[config.mk]
export PLATFORM = sky130hd
export DESIGN_NAME = dwc_wr_top
export DESIGN_NICKNAME = d
export VERILOG_FILES = /design/src/common/dwc_pkg.sv /design/src/common/burst_ctrl_if.sv /design/src/common/wide_beat_if.sv /design/src/rtl/dwc_wr_top.sv /design/src/downsize/lane_select_stage.sv /design/src/downsize/master_beat_buffer.sv /design/src/rtl/beat_addr_counter.sv /design/src/rtl/wr_burst_fsm.sv
export SDC_FILE = /design/constraint.sdc
export NUM_CORES = 1
export LEC_CHECK = 0
export BUFFER_PORTS_ARGS = -buffer_cell sky130_fd_sc_hd__buf_4
export CAP_MARGIN = 40
export CORE_MARGIN = 8
export CORE_UTILIZATION = 52
export CTS_CLUSTER_DIAMETER = 80
export DETAILED_ROUTE_END_ITERATION = 7
export GPL_TIMING_DRIVEN = 0
export PLACE_DENSITY = 0.79
export SYNTH_ARGS = -nofsm -noshare
export SYNTH_HDL_FRONTEND = slang
export SYNTH_SLANG_ARGS = --single-unit
[constraint.sdc]
create_clock -name ACLK -period 8.94 [get_ports ACLK]
set_clock_uncertainty 0.05 [all_clocks]
set_input_delay 0.447 -clock ACLK [delete_from_list [all_inputs] [get_ports ACLK]]
set_output_delay 0.447 -clock ACLK [all_outputs]
set_load 0.1 [all_outputs]
[src/common/dwc_pkg.sv]
/*
 * shared definitions for the write-data downsizer
 *  - master and slave data and strobe widths
 *  - lane count, offset, length and size field widths
 *  - burst state encoding
 *  - wide_beat_u, one master beat seen whole or lane by lane
 */
package dwc_pkg;

   //////////////////////////////////////////////////
   // bus widths
   //////////////////////////////////////////////////
   localparam int DATA_W_IN  = 64;
   localparam int DATA_W_OUT = 32;
   localparam int STRB_W_IN  = DATA_W_IN / 8;
   localparam int STRB_W_OUT = DATA_W_OUT / 8;

   // narrow lanes inside one wide word
   localparam int LANES      = DATA_W_IN / DATA_W_OUT;
   localparam int LANE_IDX_W = $clog2(LANES);
   localparam int LANE_REC_W = DATA_W_OUT + STRB_W_OUT;

   //////////////////////////////////////////////////
   // command fields
   //////////////////////////////////////////////////
   localparam int OFF_W    = $clog2(STRB_W_IN);
   localparam int LEN_W    = 8;
   localparam int SIZE_W   = 3;
   // 4 bytes per narrow beat at most
   localparam int MAX_SIZE = $clog2(STRB_W_OUT);

   // burst state
   localparam logic ST_IDLE  = 1'b0;
   localparam logic ST_BURST = 1'b1;

   //////////////////////////////////////////////////
   // buffered master beat
   //////////////////////////////////////////////////
   // each lane record is {data, strb}, lane 0 in the low bits
   typedef union packed {
      logic [DATA_W_IN+STRB_W_IN-1:0]     whole;
      logic [LANES-1:0][LANE_REC_W-1:0]   lanes;
   } wide_beat_u;

endpackage
[src/common/burst_ctrl_if.sv]
/*
 * burst_ctrl_if
 * control between burst FSM, beat counter and lane stage
 * lane, word_done and last describe the next beat to issue
 */
`timescale 1ns/1ps

interface burst_ctrl_if import dwc_pkg::*; ();

   logic                  start;
   logic                  active;
   logic                  issue;
   logic                  out_free;
   logic [LANE_IDX_W-1:0] lane;
   logic                  word_done;
   logic                  last;

   modport fsm (
      output start,
      output active,
      input  issue,
      input  out_free,
      input  last
   );

   modport counter (
      input  start,
      input  issue,
      output lane,
      output word_done,
      output last
   );

   modport stage (
      input  active,
      input  lane,
      input  word_done,
      input  last,
      output issue,
      output out_free
   );

endinterface

[src/common/wide_beat_if.sv]
/*
 * wide_beat_if
 * valid/ready link carrying one buffered master beat
 * from the holding register to the lane stage
 */
`timescale 1ns/1ps

interface wide_beat_if import dwc_pkg::*; ();

   logic       valid;
   logic       ready;
   wide_beat_u beat;

   // buffer side
   modport source (
      output valid,
      output beat,
      input  ready
   );

   // lane stage side, ready only on the last narrow beat of the word
   modport sink (
      input  valid,
      input  beat,
      output ready
   );

endinterface

[src/rtl/dwc_wr_top.sv]
/*
 * dwc_wr_top
 * write-data path of a 64 to 32 bit AXI4 downsizer
 * command port, master write port, slave write port
 * FSM, beat counter, master beat buffer and lane stage
 */
`timescale 1ns/1ps

module dwc_wr_top import dwc_pkg::*; (
   input  logic                  ACLK,
   input  logic                  sysReset,

   // command
   input  logic                  cmd_valid,
   output logic                  cmd_ready,
   input  logic [OFF_W-1:0]      cmd_addr,
   input  logic [LEN_W-1:0]      cmd_len,
   input  logic [SIZE_W-1:0]     cmd_size,

   // master write
   input  logic                  m_wvalid,
   output logic                  m_wready,
   input  logic [DATA_W_IN-1:0]  m_wdata,
   input  logic [STRB_W_IN-1:0]  m_wstrb,

   // slave write
   output logic                  s_wvalid,
   input  logic                  s_wready,
   output logic [DATA_W_OUT-1:0] s_wdata,
   output logic [STRB_W_OUT-1:0] s_wstrb,
   output logic                  s_wlast
);

   wide_beat_if  wbeat ();
   burst_ctrl_if ctrl ();

   wr_burst_fsm i_fsm (
      .ACLK      (ACLK),
      .sysReset  (sysReset),
      .cmd_valid (cmd_valid),
      .cmd_ready (cmd_ready),
      .ctrl      (ctrl.fsm)
   );

   beat_addr_counter i_counter (
      .ACLK     (ACLK),
      .sysReset (sysReset),
      .cmd_addr (cmd_addr),
      .cmd_len  (cmd_len),
      .cmd_size (cmd_size),
      .ctrl     (ctrl.counter)
   );

   master_beat_buffer i_buffer (
      .ACLK     (ACLK),
      .sysReset (sysReset),
      .m_wvalid (m_wvalid),
      .m_wready (m_wready),
      .m_wdata  (m_wdata),
      .m_wstrb  (m_wstrb),
      .beat_out (wbeat.source)
   );

   lane_select_stage i_stage (
      .ACLK     (ACLK),
      .sysReset (sysReset),
      .beat_in  (wbeat.sink),
      .ctrl     (ctrl.stage),
      .s_wvalid (s_wvalid),
      .s_wready (s_wready),
      .s_wdata  (s_wdata),
      .s_wstrb  (s_wstrb),
      .s_wlast  (s_wlast)
   );

endmodule

[src/downsize/lane_select_stage.sv]
/*
 * lane_select_stage
 * picks one 32-bit lane of the buffered beat
 * and holds it in the slave write output register
 */
`timescale 1ns/1ps

module lane_select_stage import dwc_pkg::*; (
   input  logic                  ACLK,
   input  logic                  sysReset,
   wide_beat_if.sink             beat_in,
   burst_ctrl_if.stage           ctrl,
   output logic                  s_wvalid,
   input  logic                  s_wready,
   output logic [DATA_W_OUT-1:0] s_wdata,
   output logic [STRB_W_OUT-1:0] s_wstrb,
   output logic                  s_wlast
);

   logic [LANE_REC_W-1:0] lane_rec;

   assign lane_rec = beat_in.beat.lanes[ctrl.lane];

   assign ctrl.out_free = ~s_wvalid | s_wready;
   assign ctrl.issue    = ctrl.active & beat_in.valid & ctrl.out_free;
   // release the word with its last narrow beat
   assign beat_in.ready = ctrl.issue & ctrl.word_done;

   always_ff @(posedge ACLK or negedge sysReset)
   begin
      if (!sysReset)
      begin
         s_wvalid <= 1'b0;
         s_wlast  <= 1'b0;
      end
      else if (ctrl.issue)
      begin
         s_wvalid <= 1'b1;
         s_wlast  <= ctrl.last;
      end
      else if (s_wready)
      begin
         s_wvalid <= 1'b0;
         s_wlast  <= 1'b0;
      end
   end

   always_ff @(posedge ACLK)
   begin
      if (ctrl.issue)
      begin
         s_wdata <= lane_rec[LANE_REC_W-1 -: DATA_W_OUT];
         s_wstrb <= lane_rec[STRB_W_OUT-1:0];
      end
   end

   //////////////////////////////////////////////////
   // checks
   //////////////////////////////////////////////////
   a_hold_on_stall : assert property (
      @(posedge ACLK) disable iff (!sysReset)
      s_wvalid && !s_wready |=>
         s_wvalid && $stable(s_wdata) && $stable(s_wstrb) && $stable(s_wlast)
   );

endmodule

[src/downsize/master_beat_buffer.sv]
/*
 * master_beat_buffer
 * single-entry register for 64-bit master write beats
 * data and strobes are packed lane by lane into wide_beat_u
 */
`timescale 1ns/1ps

module master_beat_buffer import dwc_pkg::*; (
   input  logic                 ACLK,
   input  logic                 sysReset,
   input  logic                 m_wvalid,
   output logic                 m_wready,
   input  logic [DATA_W_IN-1:0] m_wdata,
   input  logic [STRB_W_IN-1:0] m_wstrb,
   wide_beat_if.source          beat_out
);

   logic       full_q;
   wide_beat_u beat_q;
   wide_beat_u beat_in;
   logic       m_take;

   // lane l gets data bytes and strobes of that lane
   always_comb
   begin
      for (int l = 0; l < LANES; l++)
      begin
         beat_in.lanes[l] = {m_wdata[l*DATA_W_OUT +: DATA_W_OUT],
                             m_wstrb[l*STRB_W_OUT +: STRB_W_OUT]};
      end
   end

   // empty, or drained by the lane stage this cycle
   assign m_wready = ~full_q | beat_out.ready;
   assign m_take   = m_wvalid & m_wready;

   always_ff @(posedge ACLK or negedge sysReset)
   begin
      if (!sysReset)
      begin
         full_q <= 1'b0;
      end
      else if (m_take)
      begin
         full_q <= 1'b1;
      end
      else if (beat_out.ready)
      begin
         full_q <= 1'b0;
      end
   end

   always_ff @(posedge ACLK)
   begin
      if (m_take)
      begin
         beat_q.whole <= beat_in.whole;
      end
   end

   assign beat_out.valid = full_q;
   assign beat_out.beat  = beat_q;

endmodule

[src/rtl/beat_addr_counter.sv]
/*
 * beat_addr_counter
 * narrow beat count and byte offset of the next beat
 * gives lane, word change and last beat to the lane stage
 */
`timescale 1ns/1ps

module beat_addr_counter import dwc_pkg::*; (
   input  logic              ACLK,
   input  logic              sysReset,
   input  logic [OFF_W-1:0]  cmd_addr,
   input  logic [LEN_W-1:0]  cmd_len,
   input  logic [SIZE_W-1:0] cmd_size,
   burst_ctrl_if.counter     ctrl
);

   logic [LEN_W-1:0]  len_q;
   logic [SIZE_W-1:0] size_q;
   logic [LEN_W-1:0]  cnt_q;
   logic [OFF_W-1:0]  addr_q;

   logic [OFF_W:0]    step;
   logic [OFF_W-1:0]  align_mask;
   logic [OFF_W-1:0]  addr_aligned;
   logic [OFF_W:0]    next_sum;

   // beat 0 keeps the unaligned offset, later beats are size aligned
   assign step         = {{OFF_W{1'b0}}, 1'b1} << size_q;
   assign align_mask   = step[OFF_W-1:0] - 1'b1;
   assign addr_aligned = addr_q & ~align_mask;
   assign next_sum     = {1'b0, addr_aligned} + step;

   always_ff @(posedge ACLK or negedge sysReset)
   begin
      if (!sysReset)
      begin
         len_q  <= '0;
         size_q <= '0;
         cnt_q  <= '0;
         addr_q <= '0;
      end
      else if (ctrl.start)
      begin
         len_q  <= cmd_len;
         size_q <= cmd_size;
         cnt_q  <= '0;
         addr_q <= cmd_addr;
      end
      else if (ctrl.issue)
      begin
         cnt_q  <= cnt_q + 1'b1;
         // carry out of the offset is the move to the next word
         addr_q <= next_sum[OFF_W-1:0];
      end
   end

   assign ctrl.lane      = addr_q[OFF_W-1 -: LANE_IDX_W];
   assign ctrl.last      = (cnt_q == len_q);
   assign ctrl.word_done = ctrl.last | next_sum[OFF_W];

   //////////////////////////////////////////////////
   // checks
   //////////////////////////////////////////////////
   a_size_legal : assert property (
      @(posedge ACLK) disable iff (!sysReset)
      ctrl.start |=> size_q <= MAX_SIZE
   );

   a_cnt_in_range : assert property (
      @(posedge ACLK) disable iff (!sysReset)
      ctrl.issue |-> cnt_q <= len_q
   );

endmodule

[src/rtl/wr_burst_fsm.sv]
/*
 * wr_burst_fsm
 * idle/burst FSM, takes one command at a time
 * pulses start, holds active until the last beat is issued,
 * then waits for that beat to leave the slave port
 */
`timescale 1ns/1ps

module wr_burst_fsm import dwc_pkg::*; (
   input  logic       ACLK,
   input  logic       sysReset,
   input  logic       cmd_valid,
   output logic       cmd_ready,
   burst_ctrl_if.fsm  ctrl
);

   logic state_q;
   // last beat issued, still sitting in the output register
   logic tail_q;

   always_ff @(posedge ACLK or negedge sysReset)
   begin
      if (!sysReset)
      begin
         state_q <= ST_IDLE;
         tail_q  <= 1'b0;
      end
      else if (state_q == ST_IDLE)
      begin
         if (cmd_valid)
         begin
            state_q <= ST_BURST;
            tail_q  <= 1'b0;
         end
      end
      else if (tail_q)
      begin
         // output empty or accepted this cycle
         if (ctrl.out_free)
         begin
            state_q <= ST_IDLE;
            tail_q  <= 1'b0;
         end
      end
      else if (ctrl.issue && ctrl.last)
      begin
         tail_q <= 1'b1;
      end
   end

   assign cmd_ready   = (state_q == ST_IDLE);
   assign ctrl.start  = cmd_valid & cmd_ready;
   assign ctrl.active = (state_q == ST_BURST) & ~tail_q;

   //////////////////////////////////////////////////
   // checks
   //////////////////////////////////////////////////
   // previous burst fully drained before a new one starts
   a_no_start_in_burst : assert property (
      @(posedge ACLK) disable iff (!sysReset)
      ctrl.start |-> ctrl.out_free
   );

endmodule

* Word-level counts from Yosys, hierarchy flattened
Cells that the tools add are included.
** Storage, ports and cells
- Flip-flop bits (word level) :: 135
- Input bits :: 91
- Output and inout bits :: 40
- Logic and storage cells :: 57
** Operators by class
- $add $sub $neg :: 3
- Order comparisons :: 1
- Equal/unequal tests :: 1
- Shift-type cells :: 1
- Multiplexer cells :: 19
- Bitwise gates (word level) :: 15
- Reductions and logical operators :: 5
** Operators by type and width (number)
- 36-bit 2-to-1 mux :: 2
- 8-bit 2-to-1 mux :: 2
- 1-bit 2-to-1 mux :: 13
- 8-bit by 1-bit adder with 8-bit output, second input constant :: 1
- 8-bit equality test :: 1
- 2-bit nonzero test :: 4
- 1-bit bitwise AND :: 6
- 3-bit 2-to-1 mux :: 2
- 3-bit by 4-bit adder with 4-bit output :: 1
- 1-bit inverter :: 4
- 1-bit by 3-bit << shifter with 4-bit output, first input constant :: 1
- 3-bit bitwise AND :: 1
- 3-bit inverter :: 1
- 1-bit bitwise OR :: 3
- 3-bit by 1-bit subtractor with 3-bit output, second input constant :: 1
- 1-bit by 2-bit less-than comparator with 1-bit output, second input constant :: 1
- 1-bit logical AND :: 1

* Depth between registers and ports, before layout
- Depth in word-level cells :: 10
- Mapped depth :: 7
- Gate-level depth less buffers :: 7

* Hierarchy
A second synthesis with hierarchy kept.
** Second synthesis, totals
- Cells, all modules :: 282
- Area, all modules :: 5258.8 um2
** Modules (own cells, without submodules)
- master_beat_buffer :: instances 1, cells each 76, area an instance 2215.9 um2
- lane_select_stage :: instances 1, cells each 87, area an instance 1776.7 um2
- beat_addr_counter :: instances 1, cells each 108, area an instance 1159.9 um2
- wr_burst_fsm :: instances 1, cells each 11, area an instance 106.4 um2

* Least setup slack after synthesis
Ideal clock, no wire load.
- Path type :: register -> register
- Start point :: reg i_counter.size_q[0]
- End point :: reg i_buffer.beat_q, in the netlist i_buffer.beat_out.beat[0] (enable)
- Arrival time :: 5668 ps
- Data required time :: 8345 ps
- Path slack :: 2677 ps
- Cell stages (with the launch flop) :: 8
- Path buffers :: 1
- Cell sequence :: dfrtp_1 > buf_6 > or3_2 > ha_1 > or2b_1 > a211oi_2 > o21ai_1 > a31oi_1
** Between the ends
- Longest elaborated chain between the ends :: 9
** RTL lines
- start: declaration :: RTL line beat_addr_counter.sv:18 : logic [SIZE_W-1:0] size_q;
- start signal: assignment :: RTL line beat_addr_counter.sv:45 : size_q <= cmd_size;
- 1-bit by 3-bit << shifter with 4-bit output * :: RTL line beat_addr_counter.sv:28 : assign step = {{OFF_W{1'b0}}, 1'b1} << size_q;
- 3-bit by 1-bit subtractor with 3-bit output :: RTL line beat_addr_counter.sv:29 : assign align_mask = step[OFF_W-1:0] - 1'b1;
- 3-bit inverter :: RTL line beat_addr_counter.sv:30 : assign addr_aligned = addr_q & ~align_mask;
- 3-bit bitwise AND :: RTL line beat_addr_counter.sv:30
- 3-bit by 4-bit adder with 4-bit output * :: RTL line beat_addr_counter.sv:31 : assign next_sum = {1'b0, addr_aligned} + step;
- 1-bit bitwise OR * :: RTL line beat_addr_counter.sv:59 : assign ctrl.word_done = ctrl.last | next_sum[OFF_W];
- 1-bit bitwise AND * :: RTL line lane_select_stage.sv:27 : assign beat_in.ready = ctrl.issue & ctrl.word_done;
- 1-bit bitwise OR * :: RTL line master_beat_buffer.sv:34 : assign m_wready = ~full_q | beat_out.ready;
- 1-bit bitwise AND * :: RTL line master_beat_buffer.sv:35 : assign m_take = m_wvalid & m_wready;
- named net i_buffer.m_take :: RTL line master_beat_buffer.sv:21 : logic m_take;
- end: declaration :: RTL line master_beat_buffer.sv:19 : wide_beat_u beat_q;
The timed path passes the listed nets; every way through them passes the cells marked *.
A chain may end at the register's enable or synchronous reset.

* Worst setup path after layout
- Start point :: reg i_counter.size_q[0]
- End point :: out m_wready
** Between the ends
- Longest elaborated chain between the ends :: 8
** RTL lines
- 1-bit by 3-bit << shifter with 4-bit output * :: RTL line beat_addr_counter.sv:28
- 3-bit by 1-bit subtractor with 3-bit output :: RTL line beat_addr_counter.sv:29
- 3-bit inverter :: RTL line beat_addr_counter.sv:30
- 3-bit bitwise AND :: RTL line beat_addr_counter.sv:30
- 3-bit by 4-bit adder with 4-bit output * :: RTL line beat_addr_counter.sv:31
- 1-bit bitwise OR * :: RTL line beat_addr_counter.sv:59
- 1-bit bitwise AND * :: RTL line lane_select_stage.sv:27
- 1-bit bitwise OR * :: RTL line master_beat_buffer.sv:34
- end: declaration :: RTL line dwc_wr_top.sv:22 : output logic m_wready,
Mark *: on every way between the ends. The rest lies on a longest branch, timed or not.

==> impl_metrics.toml <==
[die]
die_w_um = 115
core_area_um2 = 9640
die_area_um2 = 13200
rows = 36
die_h_um = 115
initial_core_util_pct = 52.8
io_pins = 131

[synthesis]
synth_seq_cells = 135
synth_top_area_share_pct = 63.7
synth_fp_nets = 397
yosysSeqAreaShare_pct = 77.0
synthDistinctLibCells = 39
synth-edff-count = 108
postSynthCellCount = 303
synth_top_area_cell = "edfxtp_1"
yosysWarningCount = 0
syn-cell-area_um2 = 5090
synth_ff_type = "edfxtp_1"
yosys-top-cells-area = "edfxtp_1, dfrtp_1, mux2_2"
synth_async_sr_flop_share_pct = 20.0
avgSynthCellArea_um2 = 16.8

[clock_network]
insertion_delay_ns = 0.51
clockBufferDepth = 2
clockRootBuffer = "clkbuf_8"
cts_tree = "done"
clock_sinks = 135
numCtsBuffers = 17
htree_levels = 4
clkTransAtPathRegs_ns = 0.06

[critical_path]
worstPathRequired_ns = 8.44
max_stage_delay_ns = 0.49
path_buf_inv = 2
rrSetupSlack_ns = 5.68
start_kind = "register"
slowest_stage = "or3_2"
critPathMaxFanout = 8
reg2reg_depth = 10
crit_arrival_ns = 2.81
criticalPathCategory = "reg -> out"
r2r-end = "i_buffer.beat_out.beat[6]"
worstSetupEndpointType = "output pin"
crit_chain = "buf_6 > or3_2 > ha_1 > or2b_1 > a211oi_2 > o21ai_1 > nand3_1 > buf_4"
path_delay_family = "simple AND/OR/NAND/NOR gates"
r2r-start = "i_counter.size_q[0]"

[sta]
rsz0062_at_grt = "false"
drv_slew = 0
period_minus_slack_ns = 3.31
setup_tns_ns = 0
min_period_over_period_pct = 37.0
worst_slew_pin_slew_ns = 0.509
setup_violations = 0
hold_viol_final = 0
maxSlewHeadroom_pct = 66.0
max_freq_ghz = 0.302

[final_layout]
final_common_cell = "buf_4"
area_delta_synth_final_pct = 35.4
nets = 550
drive_above_1_share_pct = 45.2
most-common-layout-cells = "buf_4, edfxtp_1, nand2_1, mux2_2, dfrtp_1"
antenna_cells = 0
final_cells = 602

[placed_design]
dp_hpwl_um = 7230
port_buffers = 130
placedCellCount = 569
routabilityCongestion = 0.766

[global_route]
grt_util_all_layers_pct = 16.3
antenna_found_initial = 0
grt_pass1_wl_um = 16100
grt_max_degree = 46
overflow = 0
first_global_vias = 3255

[route]
routed-via-count = 2981
first_pass_iters = 4
avgViaCountPerCell = 4.95
drtIter0Drc = 157
wl_per_cell_um = 17.0
ant_nets = 0
drcViolationCount = 0
drt-total-wl_um = 10200

[run_status]
status = "finished clean"

[hold_path]
hold_class = "in -> reg"
holdPathEnd = "i_buffer.beat_out.beat[60]"
holdPathStages = 1
min_from = "m_wdata[52]"

[job]
max_cap_violations = 0
[per-stage QoR]
| step | setup WS (ns) | utilization (%) | hold WS [ns] | area, um2 |
|---|---|---|---|---|
| after global routing | 5.44 | 71.5 | 0.0319 | 6890 |
| final | 5.63 | 71.5 | 0.0602 | 6890 |
| after detailed placement | 5.69 | 65.5 | 0.328 | 6310 |
| after CTS | 5.57 | 71.5 | 0.0344 | 6890 |
| after global placement | 1.24 | 64.7 | 0.324 | 6230 |
| after floorplan | 2.68 | - | 0.101 | 5090 |
[worst max-delay path by stage]
stage,cells past startpoint,end,start,slack (ns)
6_report,8,m_wready,i_counter.size_q[0],5.63
5_1_grt,8,m_wready,i_counter.size_q[0],5.44
4_1_cts,8,m_wready,i_counter.size_q[0],5.57
3_5_place_dp,10,i_buffer.beat_out.beat[38],i_counter.size_q[0],5.69
3_3_place_gp,7,i_buffer.beat_out.beat[40],i_counter.size_q[0],1.24
2_1_floorplan,7,i_buffer.beat_out.beat[0],i_counter.size_q[0],2.68
[metal layers]
layer  vias to the layer above  share of wire (%)  GRT usage [%]
met3                        10                7.5           5.72
met5                         -                  0              0
li1                       1429                  -              -
met2                        88                 50           27.7
met1                      1454                 41           18.5
met4                         0                1.1           6.57
[sequential cells by signal (all words and copies together) (netlist names)]
name	flops
i_buffer.beat_out.beat	72
i_stage.s_wvalid	1
i_counter.len_q	8
i_stage.s_wlast	1
i_stage.s_wdata	32
i_counter.cnt_q	8
i_counter.size_q	3
i_fsm.state_q	1
i_fsm.tail_q	1
i_stage.s_wstrb	4
i_counter.addr_q	3
i_buffer.beat_out.valid	1
[area by class of cell]
class	instances	area (um2)
multi-input cells	154	1120
clock buffers	17	414
inverters	4	15.0
clock inverters	15	156
flip-flops and latches	135	3920
fillers	678	2750
repair buffers	134	1050
well taps	133	166
plain buffers	10	56.3
[synthesized netlist by cell type, drive strengths merged (4+ instances only)]
master and count:
dfrtp 27, xnor2 5, nor2 9, buf 7, nor4 4, xor2 10, nand3 6, inv 4
edfxtp 108, nand2 45, mux2 36
[what timing repair did]
action                                 CTS  global route
gates resized for setup                  0             0
setup endpoints to repair                0             0
hold buffers                             1             0
buffers inserted                         0             0
endpoints found under the hold margin   27             0
[cells by family (layout without fill, tap and decap cells)]
| kind of cell | count (synthesis) | count (layout) | synth area share [%] |
|---|---|---|---|
| and+or+nand+nor | 84 | 84 | 7.94 |
| DFF | 135 | 135 | 77.0 |
| AOI/OAI and AO/OA | 13 | 13 | 1.82 |
| muxes | 39 | 39 | 8.55 |
| buffers and inverters | 14 | 180 | 1.40 |
| adders and majority gates | 3 | 3 | 0.737 |
| xor gates and xnor gates | 15 | 15 | 2.58 |
Power is not shown: default switching activity piles up to over one toggle a cycle in this logic, so the estimate is an artifact.
